**src/logic/ie_pkg.sv**
```systemverilog
package ie_pkg;

    localparam int ADDR_W   = 32;
    localparam int EFLAGS_W = 18;
    localparam int SEL_W    = 16;
    localparam int VECTOR_W = 8;
    localparam int PKT_W    = 128;
    localparam int STATE_W  = 5;

    typedef logic [ADDR_W-1:0]   addr_t;    // linear address
    typedef logic [EFLAGS_W-1:0] eflags_t;
    typedef logic [SEL_W-1:0]    sel_t;     // code segment selector
    typedef logic [2:0]          ie_type_t; // [0] prot, [1] page, [2] intr
    typedef logic [VECTOR_W-1:0] vector_t;
    typedef logic [PKT_W-1:0]    packet_t;  // first opcode byte in msb

    // default IDT vectors
    localparam vector_t DEF_PROT_VECTOR = 8'd13;
    localparam vector_t DEF_PAGE_VECTOR = 8'd14;
    localparam vector_t DEF_INTR_VECTOR = 8'd15;

    // opcode prefixes
    localparam logic [7:0]  OP_PUSH_IMM = 8'h68;
    localparam logic [15:0] OP_MOV_ECX  = 16'h8b0d;  // mov ecx, [m32]
    localparam logic [15:0] OP_MOV_EDX  = 16'h8b15;  // mov edx, [m32]
    localparam logic [23:0] OP_XCHG     = 24'h6687d1;
    localparam logic [23:0] OP_SAR      = 24'hc1f904; // sar ecx, 4
    localparam logic [23:0] OP_MOV_CS   = 24'h668ec9;
    localparam logic [15:0] OP_JMP      = 16'hffe2;   // jmp edx
    localparam logic [7:0]  OP_RET_FAR  = 8'hcb;
    localparam logic [7:0]  OP_POP      = 8'h59;

    // sequential encoding lets the sequencer step by +1
    typedef enum logic [STATE_W-1:0] {
        IDLE, FLUSH_IN,
        PUSH_CS, PUSH_EIP, PUSH_EFLAGS,
        LOAD_LO, LOAD_HI, XCHG, SAR, MOV_CS, JMP,
        WAIT_IN, SERVICE,
        FLUSH_OUT, RET_FAR, POP_EFLAGS, WAIT_OUT
    } ie_state_t;

endpackage
```
**src/logic/ie_ctx_if.sv**
```systemverilog
`timescale 1ns/1ps

interface ie_ctx_if;
    import ie_pkg::*;

    addr_t   idt_entry;   // gate low dword
    addr_t   idt_entry4;  // gate high dword
    eflags_t eflags;
    sel_t    cs;
    addr_t   eip;         // faulting eip

    modport source (
        output idt_entry, idt_entry4, eflags, cs, eip
    );

    modport sink (
        input idt_entry, idt_entry4, eflags, cs, eip
    );

endinterface

```
**src/logic/ie_handler.sv**
```systemverilog
`timescale 1ns/1ps

module ie_handler #(
    parameter ie_pkg::vector_t PROT_VECTOR = ie_pkg::DEF_PROT_VECTOR,
    parameter ie_pkg::vector_t PAGE_VECTOR = ie_pkg::DEF_PAGE_VECTOR,
    parameter ie_pkg::vector_t INTR_VECTOR = ie_pkg::DEF_INTR_VECTOR
) (
    input  logic             clk,
    input  logic             arst_n,
    input  logic             enable,
    input  logic             ie_in,               // event strobe from wb
    input  ie_pkg::ie_type_t ie_type,
    input  ie_pkg::addr_t    idtr_base,
    input  ie_pkg::addr_t    eip_wb,
    input  ie_pkg::eflags_t  eflags_wb,
    input  ie_pkg::sel_t     cs_wb,
    input  logic             is_iretd,
    input  logic             rrag_stall,
    input  logic             is_final_switch_wb,
    output ie_pkg::packet_t  packet_out,
    output logic             packet_out_select,   // fetch mux picks packet over ibuf
    output logic             flush_pipe,
    output logic             ptc_clear,
    output logic             ld_eip,
    output logic             is_pop_eflags,
    output logic             is_servicing,
    output logic             is_switching,
    output logic             ld_info_regs,
    output logic             invalidate_fetch
);
    import ie_pkg::*;

    ie_state_t state;

    ie_ctx_if ctx_if ();

    ie_vector_calc #(
        .PROT_VECTOR (PROT_VECTOR),
        .PAGE_VECTOR (PAGE_VECTOR),
        .INTR_VECTOR (INTR_VECTOR)
    ) u_vector_calc (
        .clk          (clk),
        .arst_n       (arst_n),
        .ie_type      (ie_type),
        .idtr_base    (idtr_base),
        .eip_wb       (eip_wb),
        .eflags_wb    (eflags_wb),
        .cs_wb        (cs_wb),
        .ld_info_regs (ld_info_regs),
        .ctx          (ctx_if.source)
    );

    ie_sequencer u_sequencer (
        .clk                (clk),
        .arst_n             (arst_n),
        .enable             (enable),
        .ie_in              (ie_in),
        .is_iretd           (is_iretd),
        .rrag_stall         (rrag_stall),
        .is_final_switch_wb (is_final_switch_wb),
        .state              (state),
        .ld_info_regs       (ld_info_regs),
        .packet_out_select  (packet_out_select),
        .flush_pipe         (flush_pipe),
        .ptc_clear          (ptc_clear),
        .ld_eip             (ld_eip),
        .is_pop_eflags      (is_pop_eflags),
        .is_servicing       (is_servicing),
        .is_switching       (is_switching),
        .invalidate_fetch   (invalidate_fetch)
    );

    ie_packet_builder u_packet_builder (
        .state      (state),
        .ctx        (ctx_if.sink),
        .packet_out (packet_out)
    );

endmodule

```
**src/logic/ie_packet_builder.sv**
```systemverilog
`timescale 1ns/1ps

module ie_packet_builder (
    input  ie_pkg::ie_state_t state,
    ie_ctx_if.sink            ctx,
    output ie_pkg::packet_t   packet_out
);
    import ie_pkg::*;

    addr_t cs_imm;
    addr_t eflags_imm;

    // immediates go little-endian into the byte stream
    function automatic addr_t swap32(input addr_t val);
        return {val[7:0], val[15:8], val[23:16], val[31:24]};
    endfunction

    assign cs_imm     = {{(ADDR_W-SEL_W){1'b0}}, ctx.cs};
    assign eflags_imm = {{(ADDR_W-EFLAGS_W){1'b0}}, ctx.eflags};

    always_comb begin
        case (state)
            PUSH_CS: begin
                packet_out = {OP_PUSH_IMM, swap32(cs_imm), 88'b0};
            end
            PUSH_EIP: begin
                packet_out = {OP_PUSH_IMM, swap32(ctx.eip), 88'b0};
            end
            PUSH_EFLAGS: begin
                packet_out = {OP_PUSH_IMM, swap32(eflags_imm), 88'b0};
            end
            LOAD_LO: begin
                packet_out = {OP_MOV_ECX, swap32(ctx.idt_entry), 80'b0};   // gate low dword
            end
            LOAD_HI: begin
                packet_out = {OP_MOV_EDX, swap32(ctx.idt_entry4), 80'b0};  // gate high dword
            end
            XCHG:       packet_out = {OP_XCHG, 104'b0};
            SAR:        packet_out = {OP_SAR, 104'b0};
            MOV_CS:     packet_out = {OP_MOV_CS, 104'b0};
            JMP:        packet_out = {OP_JMP, 112'b0};  // into the handler
            RET_FAR:    packet_out = {OP_RET_FAR, 120'b0};
            POP_EFLAGS: packet_out = {OP_POP, 120'b0};  // pops ecx for the back end to route to eflags
            default:    packet_out = '0;
        endcase
    end

endmodule

```
**src/logic/ie_sequencer.sv**
```systemverilog
`timescale 1ns/1ps

module ie_sequencer (
    input  logic              clk,
    input  logic              arst_n,
    input  logic              enable,
    input  logic              ie_in,
    input  logic              is_iretd,
    input  logic              rrag_stall,
    input  logic              is_final_switch_wb,
    output ie_pkg::ie_state_t state,
    output logic              ld_info_regs,
    output logic              packet_out_select,
    output logic              flush_pipe,
    output logic              ptc_clear,
    output logic              ld_eip,
    output logic              is_pop_eflags,
    output logic              is_servicing,
    output logic              is_switching,
    output logic              invalidate_fetch
);
    import ie_pkg::*;

    ie_state_t state_nxt;
    ie_state_t state_inc;  // following state in encoding order
    logic      final_q;    // final switch seen last cycle

    assign state_inc = ie_state_t'(state + STATE_W'(1));

    always_ff @(posedge clk or negedge arst_n) begin
        if (!arst_n) begin
            state   <= IDLE;
            final_q <= 1'b0;
        end else begin
            state   <= state_nxt;
            final_q <= is_final_switch_wb;
        end
    end

    always_comb begin
        state_nxt = state;
        case (state)
            IDLE: begin
                if (enable && ie_in)
                    state_nxt = FLUSH_IN;
            end
            FLUSH_IN, FLUSH_OUT: begin
                state_nxt = state_inc;  // flush never stalls
            end
            PUSH_CS, PUSH_EIP, PUSH_EFLAGS, LOAD_LO, LOAD_HI,
            XCHG, SAR, MOV_CS, JMP, RET_FAR, POP_EFLAGS: begin
                // hold the packet while the back end is full
                if (!rrag_stall)
                    state_nxt = state_inc;
            end
            WAIT_IN: begin
                if (final_q)
                    state_nxt = SERVICE;
            end
            SERVICE: begin
                if (is_iretd)
                    state_nxt = FLUSH_OUT;
            end
            WAIT_OUT: begin
                if (final_q)
                    state_nxt = IDLE;
            end
            default: state_nxt = IDLE;
        endcase
    end

    // outputs from state only
    always_comb begin
        packet_out_select = 1'b0;
        flush_pipe        = 1'b0;
        invalidate_fetch  = 1'b0;
        case (state)
            FLUSH_IN, FLUSH_OUT: begin
                flush_pipe = 1'b1;
            end
            PUSH_CS, PUSH_EIP, PUSH_EFLAGS, LOAD_LO, LOAD_HI,
            XCHG, SAR, MOV_CS, JMP, RET_FAR, POP_EFLAGS: begin
                packet_out_select = 1'b1;
            end
            WAIT_IN, WAIT_OUT: begin
                packet_out_select = 1'b1;  // fetch still muxed to us
                invalidate_fetch  = 1'b1;
            end
            default: begin
                packet_out_select = 1'b0;
            end
        endcase
    end

    assign ptc_clear     = flush_pipe;  // clears with every flush
    assign ld_info_regs  = (state == IDLE);
    assign ld_eip        = (state == IDLE) || (state == SERVICE);
    assign is_pop_eflags = (state == POP_EFLAGS);
    assign is_servicing  = (state != IDLE) && (state != FLUSH_IN);
    assign is_switching  = (state != IDLE) && (state != SERVICE);

endmodule

```
**src/logic/ie_vector_calc.sv**
```systemverilog
`timescale 1ns/1ps

module ie_vector_calc #(
    parameter ie_pkg::vector_t PROT_VECTOR = ie_pkg::DEF_PROT_VECTOR,
    parameter ie_pkg::vector_t PAGE_VECTOR = ie_pkg::DEF_PAGE_VECTOR,
    parameter ie_pkg::vector_t INTR_VECTOR = ie_pkg::DEF_INTR_VECTOR
) (
    input  logic             clk,
    input  logic             arst_n,
    input  ie_pkg::ie_type_t ie_type,
    input  ie_pkg::addr_t    idtr_base,
    input  ie_pkg::addr_t    eip_wb,
    input  ie_pkg::eflags_t  eflags_wb,
    input  ie_pkg::sel_t     cs_wb,
    input  logic             ld_info_regs,
    ie_ctx_if.source         ctx
);
    import ie_pkg::*;

    vector_t vector;
    addr_t   gate_off;
    addr_t   gate_addr;
    addr_t   gate_addr4;

    // lowest set type bit wins
    always_comb begin
        if (ie_type[0])
            vector = PROT_VECTOR;
        else if (ie_type[1])
            vector = PAGE_VECTOR;
        else if (ie_type[2])
            vector = INTR_VECTOR;
        else
            vector = '0;  // unused when no event
    end

    assign gate_off   = {{(ADDR_W-VECTOR_W-3){1'b0}}, vector, 3'b000};  // 8 bytes per gate
    assign gate_addr  = idtr_base + gate_off;
    assign gate_addr4 = gate_addr + addr_t'(4);

    always_ff @(posedge clk or negedge arst_n) begin
        if (!arst_n) begin
            ctx.idt_entry  <= '0;
            ctx.idt_entry4 <= '0;
            ctx.eflags     <= '0;
            ctx.cs         <= '0;
            ctx.eip        <= '0;
        end else if (ld_info_regs) begin  // tracks wb while idle
            ctx.idt_entry  <= gate_addr;
            ctx.idt_entry4 <= gate_addr4;
            ctx.eflags     <= eflags_wb;
            ctx.cs         <= cs_wb;
            ctx.eip        <= eip_wb;
        end
    end

endmodule

```
**config.mk**
```make
export PLATFORM = sky130hd
export DESIGN_NAME = ie_handler
export DESIGN_NICKNAME = d
export VERILOG_FILES = /design/src/logic/ie_pkg.sv /design/src/logic/ie_ctx_if.sv /design/src/logic/ie_handler.sv /design/src/logic/ie_packet_builder.sv /design/src/logic/ie_sequencer.sv /design/src/logic/ie_vector_calc.sv
export SDC_FILE = /design/constraint.sdc
export NUM_CORES = 1
export LEC_CHECK = 0
export ABC_AREA = 1
export BUFFER_PORTS_ARGS = -buffer_cell sky130_fd_sc_hd__buf_4
export CORE_MARGIN = 10
export CORE_UTILIZATION = 40
export CTS_CLUSTER_DIAMETER = 50
export DETAILED_ROUTE_END_ITERATION = 8
export HOLD_SLACK_MARGIN = 0.15
export PLACE_DENSITY_LB_ADDON = 0.05
export SLEW_MARGIN = 20
export SYNTH_ARGS = -nofsm -noshare
export SYNTH_HDL_FRONTEND = slang
export SYNTH_SLANG_ARGS = --single-unit
```
**constraint.sdc**
```tcl
create_clock -name clk -period 5.5 [get_ports clk]
set_input_delay 0.55 -clock clk [delete_from_list [all_inputs] [get_ports clk]]
set_output_delay 0.55 -clock clk [all_outputs]
set_load 0.005 [all_outputs]
```
==> run_results.csv <==
group,metric,value,unit
timing,clock_skew,0.0114,ns
floorplanning,dieArea,0.0283,mm^2
power_and_ir_drop,ir_worst_vdd,0.273,mV
timing,maxSlewHeadroom,0.381,
global_route,gr-total-overflow,0,
yosys,syn-cell-area,0.00880,mm^2
cts,cts_tree,"done",
power_and_ir_drop,power_switching,0.00204,W
detailed_routing,ant_nets,0,
cts,cts_buffers,17,
cts,postCtsSetupBuffers,0,
worst_setup_path,crit_buf_inv,4,
detailed_routing,drcViolationCount,0,
worst_setup_path,critPathSlowestCell,"inv_1",
place,dp_hpwl,21300,um
power_and_ir_drop,p_clk_frac,0.245,
worst_setup_path,critPathArrivalTime,3.27,ns
global_route,grt_pass1_vias,8331,
detailed_routing,viasPerCell,4.80,
worst_setup_path,crit_required,4.95,ns
run,drv_cap,0,
layout,synthToLayoutAreaGrowth,20.4,%
layout,final_cell_area,0.0106,mm^2
cts,clkTransAtPathRegs,0.07,ns
worst_setup_path,path_common_cell,"inv_1",
cts,clock_latency,0.42,ns
place,place_ws,2.16,ns
cts,cts_resized,0,
power_and_ir_drop,power.density,469,mW/mm^2
worst_setup_path,crit_start,"u_sequencer.state[0]",
floorplanning,pin_count,245,
detailed_routing,first_pass_iters,5,
detailed_routing,drt-wirelength-per-cell,16.4,um
floorplanning,die_w,168,um
timing,tns,0,ns
layout,regArea,0.00335,mm^2
hold_path,hold_path.class,"in2async",
worst_setup_path,r2r-start,"u_sequencer.state[3]",
place,dpl_cell_area,0.00997,mm^2
layout,final_cell_mix,"nand2_1, buf_4, dfrtp_1",
global_route,grt_max_degree,90,
power_and_ir_drop,pwr-share-seq,0.347,
worst_setup_path,slowest_delay,0.56,ns
layout,fin_util,0.487,
power_and_ir_drop,p_int,0.00294,W
floorplanning,rows,54,
timing,hold_violations,0,
layout,layout_commonest_cell,"nand2_1",
worst_setup_path,path_class,"reg2out",
yosys,seq_area_frac_synth,0.381,
run_status,status,"finished, final reports clean",
global_route,grt_pass1_wl,45100,um
floorplanning,die_h,168,um
power_and_ir_drop,pwr-share-comb,0.408,
global_route,antenna_found_initial,1,
place,gp_congestion,0.895,
timing,grt_setup_unrepaired,"no",
cts,cts_root_buf,"clkbuf_16",
layout,nFillCells,2253,
detailed_routing,drtIter0Drc,654,
layout,num-nets-final,1527,
cts,clock-sinks,134,
layout,drive_above_1_share,0.191,
worst_setup_path,worst_setup_path_start_kind,"flip-flop",
worst_setup_path,path_delay_family,"buffers and inverters",
cts,cts.htree.levels,4,
timing,setup_ws,1.68,ns
yosys,synth_area_per_cell,6.98,um^2
cts,postCtsHoldBufs,0,
worst_setup_path,critical_path.cell_chain,"inv_1 > ha_1 > nand2_1 > inv_1 > nand2_1 > inv_1 > a22o_1 > a221oi_1 > o211ai_1 > buf_4",
cts,cts_max_path_buffers,2,
timing,fmax,0.262,GHz
timing,layout_min_cycle_time,3.82,ns
power_and_ir_drop,p_leak,5.70,nW
timing,finalSetupViolCount,0,
yosys,synth_cell_types,48,
global_route,grt_use_total,0.195,
layout,multi_input_comb_area,0.00454,mm^2
yosys,yosys_warnings,0,
yosys,yosys_register_bits,134,
yosys,synthCells,1261,
power_and_ir_drop,p_sw_frac,0.409,
timing,final-max-slew-violation-count,0,
worst_setup_path,path_max_fanout,21,
detailed_routing,vias,8175,
timing,fin_hold_ws,0.197,ns
worst_setup_path,end_kind,"primary output",
timing,fin_crit_sh,0.695,
detailed_routing,wl,27900,um
place,port-buffer-count,164,
floorplanning,start_util,0.405,
timing,worst_slew_pin_slew,0.928,ns
floorplanning,core-area,0.0218,mm^2
-- area by class of cell --
cell class | count | area share
sequential | 134 | 0.316
tap | 280 | 0.0330
clock buffer | 18 | 0.0414
timing repair buffer | 169 | 0.120
multi-input combinational | 964 | 0.428
inverter | 122 | 0.0433
antenna | 1 | 0.000236
clock inverter | 14 | 0.0176
-- through the flow --
step           std cells  total power, W
6_report            1702         0.00498
5_1_grt             1702         0.00541
4_1_cts             1701         0.00502
3_5_place_dp        1669         0.00379
3_3_place_gp        1669         0.00376
2_1_floorplan       1340         0.00305
-- power groups by stage --
stage	combinational [W]	sequential [W]	clock [W]
2_1_floorplan	0.00139	0.00166	0
3_3_place_gp	0.00203	0.00173	0
3_5_place_dp	0.00205	0.00174	0
4_1_cts	0.00206	0.00172	0.00124
5_1_grt	0.00235	0.00178	0.00128
6_report	0.00203	0.00173	0.00122
-- synthesized netlist by cell type, drive strengths merged --
cell type  instances  area [um^2]
o21a               5         37.5
ha                10          125
clkinv             1         3.75
and2               1         6.26
xnor2              4         35.0
a21oi             17         88.8
inv              121          454
a221oi             5         43.8
a211oi             1         7.51
o2111ai            1         8.76
nand3b             7         52.6
buf               95          666
nor3               7         46.3
a21o               1         7.51
nand4             20          131
a22o               3         26.3
a31oi              1         6.26
o211ai            11         87.6
clkbuf            25         93.8
o21ai             42          210
nand2            525         2050
nand3             86          473
xor2               3         33.8
o31ai              2         15.0
o221ai             8         70.1
dfrtp            134         3350
o21bai             3         22.5
conb               1         3.75
fa                 1         20.0
nor2             113          576
a221o              1         10.0
o22ai              6         37.5
-- per-layer routing --
metal / share of wire / global-route usage
met3: 0.059 / 0.0484
met2: 0.50 / 0.336
met4: 0.015 / 0.0492
met1: 0.42 / 0.238
met5: 0 / 0
-- logic make-up (layout without fill, tap and decap cells) --
family,count (synthesis),after routing,share of synthesized area
AND/OR/NAND/NOR,759,759,0.379
other,1,81,0.000426
flip-flops,134,134,0.381
XOR/XNOR,7,7,0.00782
adder cells (fa/ha/maj),11,11,0.0165
buffers and inverters,242,323,0.138
AO/OA/AOI/OAI,107,107,0.0772
-- flip-flops by register name, summed over array words and instances, names as in the netlist --
register / cells
u_vector_calc.ctx.eflags: 18
u_vector_calc.ctx.idt_entry: 30
u_vector_calc.ctx.cs: 16
u_vector_calc.ctx.eip: 32
u_sequencer.state: 5
u_vector_calc.ctx.idt_entry4: 32
u_sequencer.final_q: 1
-- worst paths after layout --
| kind | depth (start not counted) | end | slack (ns) |
|---|---|---|---|
| max | 10 | packet_out[110] | 1.68 |
| min | 1 | u_sequencer.final_q | 0.20 |
| max reg2reg | 8 | u_vector_calc.ctx.idt_entry4[23] | 2.41 |
| min reg2reg | 2 | u_vector_calc.ctx.eip[27] | 0.47 |
| max in group asynchronous | 2 | u_vector_calc.ctx.eip[14] | 4.12 |
| min in group clk | 1 | u_sequencer.final_q | 0.23 |
(Power assumes the default switching activity.)
